[src/source/cpc_support_pkg.sv]
// Download indexes, fixed ROM pages, MF2 addresses and ports, mode enum, bus structs, address union
`default_nettype none

package cpc_support_pkg;

	//////////////////////////////////////////////////////////////////////
	// Download stream
	localparam logic [7:0] DL_IDX_ROM = 8'd0;  // Standard ROM image
	localparam logic [7:0] DL_IDX_EXT = 8'd3;  // Expansion ROM, page from extension

	// Fixed 9-bit pages, bit 8 is the high-ROM half
	localparam logic [8:0] PAGE_OS        = 9'h000;
	localparam logic [8:0] PAGE_BASIC     = 9'h100;
	localparam logic [8:0] PAGE_AMSDOS    = 9'h107;
	localparam logic [8:0] PAGE_MF2       = 9'h0FF;
	localparam logic [8:0] PAGE_BAD_EXT   = 9'h1EE; // Unused page for broken names
	localparam logic [8:0] PAGE_COMBO_END = 9'h1FF;

	//////////////////////////////////////////////////////////////////////
	// Multiface Two
	localparam logic [15:0] MF2_NMI_VECTOR = 16'h0066;
	localparam logic [15:0] MF2_HIDE_ADDR  = 16'h0065;
	localparam logic [13:0] MF2_PAGE_PORT  = 14'b11111110111010; // FEE8 / FEEA
	localparam logic [2:0]  MF2_ROM_WIN    = 3'b000;             // 0000-1FFF
	localparam logic [2:0]  MF2_RAM_WIN    = 3'b001;             // 2000-3FFF

	// Upper port bytes that get shadowed
	localparam logic [7:0] PORT_GA        = 8'h7F;
	localparam logic [7:0] PORT_CRTC_SEL  = 8'hBC;
	localparam logic [7:0] PORT_CRTC_DATA = 8'hBD;
	localparam logic [7:0] PORT_PPI       = 8'hF7;
	localparam logic [7:0] PORT_ROM_SEL   = 8'hDF;

	// Shadow copies inside the 8 KB RAM
	localparam logic [12:0] SHADOW_PEN       = 13'h1FCF;
	localparam logic [12:0] SHADOW_BORDER    = 13'h1FDF;
	localparam logic [12:0] SHADOW_MODE      = 13'h1FEF;
	localparam logic [12:0] SHADOW_BANK      = 13'h1FFF;
	localparam logic [12:0] SHADOW_CRTC_SEL  = 13'h1CFF;
	localparam logic [12:0] SHADOW_PPI       = 13'h17FF;
	localparam logic [12:0] SHADOW_ROM_SEL   = 13'h1AAC;
	localparam logic [8:0]  SHADOW_PEN_BASE  = 9'h1F9;  // + pen number
	localparam logic [8:0]  SHADOW_CRTC_BASE = 9'h1DB;  // + CRTC register

	typedef enum logic [1:0] {
		MF2_ENABLED  = 2'd0,
		MF2_HIDDEN   = 2'd1,
		MF2_DISABLED = 2'd2
	} mf2_mode_t;

	//////////////////////////////////////////////////////////////////////
	// Memory address, flat or as ROM page
	typedef struct packed {
		logic        hi;      // Second 4 MB, high ROMs
		logic [7:0]  page;
		logic [13:0] offset;
	} rom_loc_t;

	typedef union packed {
		logic [22:0] flat;
		rom_loc_t    rom;
	} mem_addr_u;

	typedef struct packed {
		logic        wr;
		logic [24:0] addr;
		logic [7:0]  data;
		logic        download;
		logic [7:0]  index;
		logic [15:0] ext;     // Last two extension characters
	} dl_bus_t;

	typedef struct packed {
		logic [15:0] addr;
		logic [7:0]  dout;
		logic        m1;
		logic        mem_rd;
		logic        mem_wr;
		logic        io_wr;
		logic [22:0] ram_a;
	} cpu_bus_t;

	typedef struct packed {
		logic       oe;
		logic       we;
		mem_addr_u  addr;
		logic [1:0] bank;
		logic [7:0] din;
	} mem_req_t;

	typedef struct packed {
		logic       we;
		mem_addr_u  addr;
		logic [1:0] bank;
		logic [7:0] din;
	} boot_req_t;

endpackage

`default_nettype wire
[src/source/mf2_control.sv]
// Multiface Two NMI request, enable and hide state machine
`timescale 1ns/100ps
`default_nettype none

module mf2_control import cpc_support_pkg::*; (
	input  wire            clk_sys,
	input  wire            reset,
	input  wire cpu_bus_t  cpu,
	input  wire            key_nmi,
	input  wire mf2_mode_t cfg_mf2,
	output logic           nmi,
	output logic           en,
	output logic           active
);

	logic old_key_nmi;
	logic old_m1;
	logic old_io_wr;
	logic hidden;
	logic key_rise;
	logic m1_rise;
	logic io_wr_rise;
	logic page_port;
	logic usable;

	assign key_rise   = key_nmi & ~old_key_nmi;
	assign m1_rise    = cpu.m1 & ~old_m1;
	assign io_wr_rise = cpu.io_wr & ~old_io_wr;
	assign page_port  = (cpu.addr[15:2] == MF2_PAGE_PORT);
	assign usable     = (cfg_mf2 != MF2_DISABLED);

	assign active = en;

	always_ff @(posedge clk_sys) begin
		old_key_nmi <= key_nmi;
		old_m1      <= cpu.m1;
		old_io_wr   <= cpu.io_wr;
	end

	//////////////////////////////////////////////////////////////////////
	// Later lines win when two events meet
	always_ff @(posedge clk_sys) begin
		if (reset) begin
			nmi    <= 1'b0;
			en     <= 1'b0;
			hidden <= (cfg_mf2 != MF2_ENABLED);
		end else begin
			if (key_rise & ~en & usable) nmi <= 1'b1;  // Stop button

			// CPU took the NMI, page the cartridge in
			if (nmi & m1_rise & (cpu.addr == MF2_NMI_VECTOR)) begin
				nmi    <= 1'b0;
				en     <= 1'b1;
				hidden <= 1'b0;
			end

			if (en & m1_rise & (cpu.addr == MF2_HIDE_ADDR))
				hidden <= 1'b1;

			// FEE8 pages in, FEEA pages out
			if (io_wr_rise & page_port)
				en <= ~cpu.addr[1] & ~hidden & usable;
		end
	end

endmodule

`default_nettype wire

[config.mk]
export PLATFORM = sky130hd
export DESIGN_NAME = mf2_control
export DESIGN_NICKNAME = d
export VERILOG_FILES = /design/src/source/cpc_support_pkg.sv /design/src/source/mf2_control.sv
export SDC_FILE = /design/constraint.sdc
export NUM_CORES = 1
export LEC_CHECK = 0
export BUFFER_PORTS_ARGS = -buffer_cell sky130_fd_sc_hd__buf_2
export CAP_MARGIN = 20
export CORE_MARGIN = 10
export CORE_UTILIZATION = 22
export CTS_CLUSTER_SIZE = 20
export DETAILED_ROUTE_END_ITERATION = 10
export PLACE_DENSITY = 0.72
export SLEW_MARGIN = 30
export SYNTH_ARGS = -nofsm -noshare
export SYNTH_HDL_FRONTEND = slang
export SYNTH_SLANG_ARGS = --single-unit
[constraint.sdc]
create_clock -name clk_sys -period 1.2 [get_ports clk_sys]
set_clock_uncertainty 0.15 [all_clocks]
set_input_delay 0 -clock clk_sys [delete_from_list [all_inputs] [get_ports clk_sys]]
set_output_delay 0 -clock clk_sys [all_outputs]
set_load 0.05 [all_outputs]
# After elaboration in Yosys (flattened, before gate mapping)
# Index checks and enable logic that the tools add are counted.
# classes
eq_ne,4
muxes,5
bitwise_logic,18
n_reduce_logical,4
# op_table
cell,n
"== test 16 x 7 -> 1 bit, second input constant",2
"== test 14 bit, second input constant",1
bitwise AND 1 bit,12
inverter 1 bit,6
2-to-1 mux 1 bit,5
nonzero test 2 bit,2
nonzero test 3 bit,1
"!= test 2 bit, second input constant",1
OR reduction 2 bit,1
# word_totals
output_inout_bits,3
elab_cells,37
regBits,6
input_bits,56

# Logic depth before layout (Yosys ltp)
# Gate-level depths: netlist (run 1).
# depth
word_depth,7
mapped_depth,4
depth_no_buf,4

# Least setup slack after synthesis (run 1)
# OpenSTA, ideal clock, no wires.
# synth_timing
kind,register -> register
from,"register en, in the netlist active"
to,"register hidden, enable pin"
path_buffers,0
path_slack_ns,-0.369
t_arrival_ns,1.115
path_stages_with_launch,4
path_cell_list,dfxtp_1 nand2_1 o21a_1 o21bai_1
# synth_between
elab_chain_len,3
# synth_lines
item,line,text
start: declaration,mf2_control.sv:12,"output logic en,"
start signal: assignment,mf2_control.sv:62,en <= ~cpu.addr[1] & ~hidden & usable;
bitwise AND 1 bit (2 in series),mf2_control.sv:57,if (en & m1_rise & (cpu.addr == MF2_HIDE_ADDR))
nonzero test 3 bit (no line),n/a,
end signal: assignment,mf2_control.sv:46,hidden <= (cfg_mf2 != MF2_ENABLED);
end: declaration,mf2_control.sv:19,logic hidden;
# Every way passes these cells.
# A chain may end at the register's enable or synchronous reset.

# Worst setup path in the final report (run 1)
# layout_timing
from,register old_m1
to,"register hidden, enable pin"
# layout_between
elab_chain_len,5
elab_cells_between_ends,7
classes_between,6 x bitwise; 1 x reduce/logical
# layout_lines
item,line,text
start: declaration,mf2_control.sv:17,logic old_m1;
start signal: assignment,mf2_control.sv:36,old_m1 <= cpu.m1;
inverter 1 bit (*),mf2_control.sv:27,assign m1_rise = cpu.m1 & ~old_m1;
bitwise AND 1 bit (*),mf2_control.sv:27,
"bitwise AND 1 bit, on equally long branches (2 in series)","mf2_control.sv:51, mf2_control.sv:57",
nonzero test 3 bit (no line) (*),n/a,
# Every way passes the cells marked *; elsewhere a longest branch is shown, timed or not.

==> results of run 1 <==
worst min path at each step:
stage | start | to
floorplan | cpu[23] | old_io_wr
global placement | cpu[23] | old_io_wr
detailed placement | cpu[23] | old_io_wr
CTS | cpu[35] | hidden
global route | cpu[35] | hidden
finish | cpu[35] | hidden
flip-flops by register name, indices dropped and copies added, names as in the netlist:
| signal | flops |
|---|---|
| active | 1 |
| hidden | 1 |
| nmi | 1 |
| old_io_wr | 1 |
| old_key_nmi | 1 |
| old_m1 | 1 |
what timing repair did:
item | 4_1_cts | 5_1_grt
resized for setup | 2 | 2
setup buffers | 1 | 0
endpoints found under the setup margin | 4 | 4
cloned | 0 | 0
hold buffers | 7 | 0
endpoints found under the hold margin | 7 | 0
pin swaps | 5 | 0
report_power, final:
group | total [mW] | switching (mW) | internal [mW]
Combinational | 0.103 | 0.0435 | 0.0593
Clock | 0.212 | 0.0857 | 0.127
Sequential | 0.218 | 0.00466 | 0.213
Total | 0.533 | 0.134 | 0.399
critical path: stages (launching register included):
cell	delay (ns)
dfxtp_2	0.32
nor4b_4	0.22
nand4_1	0.20
o21bai_1	0.19
cell type report:
type                    count  area [um^2]  area share (%)
multi-input cells          23          211            35.4
repair buffers             33          203            33.9
flip-flops and latches      6          139            23.2
clock buffers               4         26.3            4.39
well taps                  15         18.8            3.14
synthesized netlist by cell type:
cell type / n / area (um^2)
o21bai_1: 1 / 7.51
nand2_1: 1 / 3.75
dfxtp_1: 5 / 100
or3_1: 1 / 6.26
nand4_1: 1 / 6.26
o31a_1: 1 / 8.76
edfxtp_1: 1 / 30.0
nor2_1: 1 / 3.75
nor3_1: 2 / 10.0
nor4_2: 1 / 12.5
o21ai_0: 1 / 5.00
o41ai_2: 1 / 16.3
nor2b_1: 1 / 6.26
a21oi_1: 2 / 10.0
and4_1: 2 / 17.5
buf_4: 1 / 7.51
and4bb_2: 1 / 12.5
nor4b_2: 2 / 30.0
o21a_1: 1 / 7.51
and4b_1: 1 / 10.0
and4b_2: 1 / 11.3
nand3b_1: 1 / 7.51
layer usage:
metal,global-route usage [%],vias to the layer above,share of wire (%)
met1,6.14,185,39
li1,-,197,-
met4,0.984,0,0
met3,5.15,0,10
met2,9.31,16,50
met5,0,-,0
cells by family (layout without fill, tap and decap cells):
group / Yosys count / in the layout / synth area share [%]
AND/OR/NAND/NOR: 16 / 16 / 41.7
AO/OA/AOI/OAI: 7 / 7 / 16.7
flip-flops: 6 / 6 / 39.4
buffers and inverters: 1 / 37 / 2.27
==> run_results.csv, run 1 <==
group,metric,value,unit
sta,max_freq,731,MHz
final_layout,final_cells,81,
cts,clockBufferDepth,2,
logic_synthesis,synth.avg_cell_area,11.0,um^2
cts,cts_buffers,3,
final_layout,fin_util,44.3,%
setup_path,reg2reg_slack,-0.17,ns
sta,fin_crit_sh,114,%
cts,htreeDepth,1,
setup_path,timing.rr.end,"hidden",
setup_path,crit_type,"register to register",
route,drc,0,
logic_synthesis,syn_inst,30,
setup_path,cp.arrival,1.18,ns
route,drt_iter0_markers,5,
final_layout,fin_nets,123,
global_routing,grt_first_pass_wirelength,1.63,mm
setup_path,regToRegStartpoint,"old_m1",
final_layout,synthToLayoutAreaGrowth,81.1,%
setup_path,crit_end,"hidden",
die,core_area,0.00135,mm^2
route,antenna_left,0,
outcome,violations,"setup timing",
setup_path,required,1.01,ns
route,via_per_inst,4.91,
cts,root_buffer,"clkbuf_4",
route,drt_first_pass_iters,4,
sta,finalSetupViolCount,4,
final_layout,layout_common_cells,"buf_2, dlygate4sd3_1, clkbuf_4",
die,initial_core_util,24.5,%
logic_synthesis,syn_nets,86,
cts,clock_latency,0.25,ns
power_and_ir_drop,vdd_drop_max,0.540,mV
die,die_y,58.8,um
global_routing,overflow,0,
setup_path,startpoint,"old_m1",
sta,fin_ws,-0.169,ns
setup_path,end_kind,"register",
global_routing,gr-usage-all-layers,6.01,%
logic_synthesis,synth.cell_area,330,um^2
final_layout,final_area,598,um^2
sta,rsz0062_at_grt,"true",
route,via_count,398,
sta,period_minus_slack,1.37,ns
run,cap_viol_max_count,0,
sta,holdWs,0.0136,ns
route,routed_wl,1.18,mm
die,placementRows,13,
final_layout,fill_cells,134,
logic_synthesis,ys_warn_count,0,
power_and_ir_drop,powerDensity,892,mW/mm^2
placement,place_inst,69,
hold_path,hold_path_class,"primary input to register",
global_routing,grt_max_degree,6,
cts,cts_tree,"done",
sta,fin_setup_tns,-0.509,ns
sta,max_slew_margin,83.4,%
placement,post-place-ws,-0.112,ns
placement,portBuffers,25,
setup_path,worst_setup_path_start_kind,"register",
cts,cts_sinks,6,
logic_synthesis,yosys_register_bits,6,
sta,tightest_slew,0.251,ns
final_layout,final_common_cell,"buf_2",
die,die_w,58.8,um
final_layout,drive_above_1_share,60.6,%
global_routing,grt_pass1_vias,404,
outcome,status,"finished with violations",
route,wl_per_cell,14.6,um
logic_synthesis,synth_seq_area_share,39.4,%
global_routing,antenna_found_initial,0,
hold_path,whs_path_depth,3,
sta,hold_violations,0,
placement,placed_cell_area,477,um^2
power_and_ir_drop,leakage,0.260,nW
cts,clkTransAtPathRegs,0.06,ns
placement,place_congestion,0.752,
sta,slew_violations,0,
logic_synthesis,ys_types,22,
power_and_ir_drop,power,0.533,mW
setup_path,critPathMaxFanout,3,
setup_path,reg2reg_depth,3,
die,design.die.area,0.00345,mm^2
die,io_pins,59,
final_layout,antenna_cells,0,
Note: power is estimated with default switching activity, not from simulation.
==> run 2: changes to the inputs <==
==> config.mk (replaced) <==
export PLATFORM = sky130hd
export DESIGN_NAME = mf2_control
export DESIGN_NICKNAME = d
export VERILOG_FILES = /design/src/source/cpc_support_pkg.sv /design/src/source/mf2_control.sv
export SDC_FILE = /design/constraint.sdc
export NUM_CORES = 1
export LEC_CHECK = 0
export CAP_MARGIN = 5
export CORE_AREA = 10 10 47 49
export CTS_CLUSTER_SIZE = 20
export DETAILED_ROUTE_END_ITERATION = 10
export DIE_AREA = 0 0 57 59
export DONT_BUFFER_PORTS = 1
export PLACE_DENSITY = 0.4
export SLEW_MARGIN = 30
export SYNTH_ARGS = -nofsm -noshare
export SYNTH_HDL_FRONTEND = slang
export SYNTH_SLANG_ARGS = --single-unit
==> run_results.csv, run 2 (synthesis gave the netlist of run 1 again) <==
group,metric,value,unit
route,via_count,301,
outcome,status,"finished with violations",
cts,clockBufferDepth,2,
route,via_per_inst,5.02,
sta,max_freq,744,MHz
sta,holdWs,-0.0000396,ns
setup_path,end_kind,"register",
cts,htreeDepth,1,
route,wl_per_cell,16.5,um
final_layout,drive_above_1_share,36.4,%
setup_path,regToRegStartpoint,"old_m1",
placement,portBuffers,0,
route,drt_first_pass_iters,4,
die,die_w,57,um
die,initial_core_util,23.6,%
final_layout,fin_nets,101,
route,drt_iter0_markers,5,
setup_path,critPathMaxFanout,3,
setup_path,startpoint,"old_m1",
placement,place_congestion,0.725,
outcome,violations,"hold timing, setup timing",
route,antenna_left,0,
hold_path,min_from,"cpu[48]",
sta,slew_violations,0,
setup_path,reg2reg_depth,3,
setup_path,worst_setup_path_start_kind,"register",
global_routing,grt_first_pass_wirelength,1.64,mm
hold_path,hold_path_class,"primary input to register",
power_and_ir_drop,leakage,0.167,nW
cts,cts_tree,"done",
global_routing,overflow,0,
setup_path,required,1.00,ns
cts,clkTransAtPathRegs,0.05,ns
sta,tightest_slew,0.280,ns
global_routing,grt_max_degree,6,
route,routed_wl,990,um
cts,root_buffer,"clkbuf_4",
setup_path,cp.arrival,1.14,ns
cts,cts_buffers,3,
power_and_ir_drop,powerDensity,979,mW/mm^2
sta,hold_violations,1,
final_layout,synthToLayoutAreaGrowth,48.1,%
global_routing,grt_pass1_vias,378,
die,io_pins,59,
sta,finalSetupViolCount,4,
run,cap_viol_max_count,0,
route,drc,0,
final_layout,final_common_cell,"dlygate4sd3_1",
cts,clock_latency,0.24,ns
placement,dp_hpwl,811,um
final_layout,final_area,489,um^2
die,design.die.area,0.00336,mm^2
die,core_area,0.00140,mm^2
placement,placed_cell_area,368,um^2
die,placementRows,14,
hold_path,whs_path_depth,3,
sta,rsz0062_at_grt,"true",
sta,period_minus_slack,1.34,ns
cts,cts_sinks,6,
global_routing,gr-usage-all-layers,6.51,%
sta,max_slew_margin,81.5,%
setup_path,crit_type,"register to register",
die,die_y,59,um
sta,fin_ws,-0.144,ns
global_routing,antenna_found_initial,0,
final_layout,layout_common_cells,"dlygate4sd3_1, clkbuf_4, dfxtp_1, buf_4",
power_and_ir_drop,vdd_drop_max,0.483,mV
sta,fin_crit_sh,112,%
final_layout,antenna_cells,0,
run 2: layer usage:
metal | vias to the layer above | GRT usage (%) | part of all wire, %
met4 | 0 | 5.03 | 0
met5 | - | 0 | 0
li1 | 152 | - | -
met1 | 125 | 6.38 | 39
met2 | 24 | 7.29 | 36
met3 | 0 | 7.51 | 25
run 2: critical path: stages (launching register included):
cell and delay (ns):
dfxtp_1 0.30, nor4b_2 0.21, nand4_1 0.19, o21bai_1 0.20
run 2: path summary, 6_finish.rpt:
kind,end,slack [ns]
worst min register to register,active,0.36
worst max-delay path,hidden,-0.14
worst max register to register,hidden,-0.14
worst min-delay path,hidden,-0.00004
run 2: report_power, final:
group          total, mW  internal [mW]  switching [mW]
Clock              0.200          0.126          0.0736
Sequential         0.217          0.213         0.00345
Combinational     0.0625         0.0367          0.0258
run 2: final cells by class:
cell class | instances | area [um^2]
Timing Repair Buffer | 11 | 103
Multi-Input combinational cell | 23 | 203
Sequential cell | 6 | 138
Clock buffer | 4 | 26.3
Fill cell | 149 | 912
Tap cell | 16 | 20.0
run 2: timing repair:
item / in CTS / in global routing
setup buffers: 1 / 0
pin swaps: 2 / 3
endpoints found under the setup margin: 4 / 4
hold buffers: 8 / 0
resized for setup: 2 / 0
hold endpoints to repair: 7 / 0
run 2: per-stage QoR:
| stage | setup slack [ns] | std cells | util, % | setup TNS, ns | power (mW) |
|---|---|---|---|---|---|
| 2_1_floorplan | -0.0512 | 30 | - | -0.0810 | 0.250 |
| 3_3_place_gp | -0.0980 | 47 | 26.3 | -0.180 | 0.257 |
| 3_5_place_dp | -0.173 | 47 | 26.3 | -0.443 | 0.257 |
| 4_1_cts | -0.186 | 60 | 34.9 | -0.586 | 0.495 |
| 5_1_grt | -0.227 | 60 | 34.9 | -0.756 | 0.517 |
| 6_report | -0.144 | 60 | 34.9 | -0.395 | 0.479 |
==> run 3: changes to the inputs <==
--- a/config.mk
+++ b/config.mk
@@ -6,12 +6,15 @@
 export NUM_CORES = 1
 export LEC_CHECK = 0
 export CAP_MARGIN = 5
-export CORE_AREA = 10 10 47 49
+export CELL_PAD_IN_SITES_DETAIL_PLACEMENT = 1
+export CELL_PAD_IN_SITES_GLOBAL_PLACEMENT = 2
+export CORE_MARGIN = 10
+export CORE_UTILIZATION = 20
 export CTS_CLUSTER_SIZE = 20
 export DETAILED_ROUTE_END_ITERATION = 10
-export DIE_AREA = 0 0 57 59
 export DONT_BUFFER_PORTS = 1
-export PLACE_DENSITY = 0.4
+export PLACE_DENSITY = 0.65
+export RECOVER_POWER = 25
 export SLEW_MARGIN = 30
 export SYNTH_ARGS = -nofsm -noshare
 export SYNTH_HDL_FRONTEND = slang
==> run_results.csv, run 3 (synthesis gave the netlist of run 1 again) <==
group,metric,value,unit
final_layout,fin_nets,104,
setup_path,reg2reg_depth,5,
final_layout,final_cells,63,
die,design.die.area,0.00368,mm^2
final_layout,synthToLayoutAreaGrowth,58.0,%
cts,cts_tree,"done",
sta,tightest_slew,0.282,ns
final_layout,fill_cells,182,
route,antenna_left,0,
cts,clock_latency,0.25,ns
power_and_ir_drop,vdd_drop_max,0.416,mV
setup_path,critPathTopFamily,"simple AND/OR/NAND/NOR gates",
sta,max_slew_margin,81.3,%
placement,place_inst,50,
final_layout,final_common_cell,"dlygate4sd3_1",
die,initial_core_util,21.4,%
setup_path,cpPeakStageDelay,0.32,ns
global_routing,grt_max_degree,6,
sta,max_freq,735,MHz
route,drt_first_pass_iters,1,
setup_path,end_kind,"register",
die,core_area,0.00154,mm^2
cts,clockBufferDepth,2,
placement,dp_hpwl,914,um
setup_path,crit_end,"active",
setup_path,path_cells,"nor4b_4, nand4_1, buf_4, nor2_4, o31a_1",
setup_path,regToRegStartpoint,"old_m1",
route,highest_layer,"met3",
route,via_count,321,
cts,cts_buffers,3,
setup_path,critPathMaxFanout,3,
sta,fin_ws,-0.161,ns
cts,clkTransAtPathRegs,0.05,ns
sta,finalSetupViolCount,4,
route,wl_met1,361,um
setup_path,timing.rr.end,"active",
placement,portBuffers,0,
cts,cts_sinks,6,
route,via_per_inst,5.10,
power_and_ir_drop,power,0.489,mW
die,io_pins,59,
global_routing,overflow,0,
setup_path,path_buf_inv,1,
setup_path,cp.arrival,1.40,ns
route,wl_per_cell,18.6,um
setup_path,reg2reg_slack,-0.16,ns
power_and_ir_drop,powerDensity,938,mW/mm^2
die,die_y,60.6,um
final_layout,layout_common_cells,"dlygate4sd3_1, buf_4, clkbuf_4",
setup_path,worst_setup_path_start_kind,"register",
global_routing,antenna_found_initial,0,
setup_path,crit_slowest_cell,"dfxtp_2",
hold_path,hold_path_class,"primary input to register",
final_layout,antenna_cells,0,
global_routing,grt_pass1_vias,390,
sta,rsz0062_at_grt,"true",
run,cap_viol_max_count,0,
die,die_w,60.6,um
sta,hold_violations,0,
route,drc,0,
die,placementRows,14,
route,wl_met2,571,um
global_routing,gr-usage-all-layers,6.81,%
route,drt_iter0_markers,0,
setup_path,startpoint,"old_m1",
placement,placed_cell_area,390,um^2
setup_path,cp.depth,5,
sta,fin_setup_tns,-0.578,ns
final_layout,drive_above_1_share,42.6,%
setup_path,crit_type,"register to register",
sta,slew_violations,0,
power_and_ir_drop,leakage,0.186,nW
outcome,violations,"setup timing",
outcome,status,"finished with violations",
final_layout,final_area,522,um^2
placement,place_congestion,0.604,
cts,htreeDepth,1,
route,routed_wl,1.17,mm
sta,fin_crit_sh,113,%
global_routing,grt_first_pass_wirelength,1.81,mm
route,route.met3.wl,240,um
cts,root_buffer,"clkbuf_4",
sta,period_minus_slack,1.36,ns
setup_path,required,1.24,ns
run 3: final cells by class:
| type | instances | area [um^2] | share of cell area, % |
|---|---|---|---|
| multi-input cells | 23 | 211 | 40.5 |
| flip-flops and latches | 6 | 139 | 26.6 |
| repair buffers | 14 | 125 | 24.0 |
| clock buffers | 4 | 26.3 | 5.04 |
| well taps | 16 | 20.0 | 3.84 |
run 3: worst min-delay path by stage:
stage	start	to	depth (start not counted)
floorplan	cpu[23]	old_io_wr	0
global placement	key_nmi	old_key_nmi	0
detailed placement	key_nmi	old_key_nmi	0
CTS	cpu[48]	hidden	3
global route	cpu[50]	hidden	3
finish	cpu[50]	hidden	3
run 3: power breakdown:
part	internal, mW	switching [mW]	total [mW]
clock	0.126	0.0806	0.207
combinational	0.0391	0.0259	0.0650
sequential	0.213	0.00390	0.217
run 3: per-layer routing:
| metal | GRT usage, % | vias to the layer above |
|---|---|---|
| li1 | - | 156 |
| met1 | 6.10 | 148 |
| met5 | 0 | - |
| met3 | 7.10 | 0 |
| met2 | 9.61 | 17 |
| met4 | 3.76 | 0 |
run 3: stage by stage:
stage               setup WS, ns  util (%)  hold WS [ns]
finish                    -0.161      33.8       0.00129
global route              -0.250      33.8        0.0187
CTS                       -0.140      33.2       -0.0220
detailed placement        -0.148      25.3        -0.122
global placement         -0.0933      25.3        -0.122
floorplan                -0.0512         -        -0.122
run 3: timing repair:
item,4_1_cts,5_1_grt
pin swaps,6,4
buffers inserted,1,0
setup endpoints to repair,4,4
gates resized for setup,2,2
hold buffers,8,0
hold endpoints to repair,7,0
run 3: worst reg2reg max path, delay by kind of cell (launching register included):
kind                   cells  cell delay, ns
flip-flops                 1            0.32
buffers and inverters      1            0.20
AO/OA/AOI/OAI              1            0.14
AND/OR/NAND/NOR            3            0.49
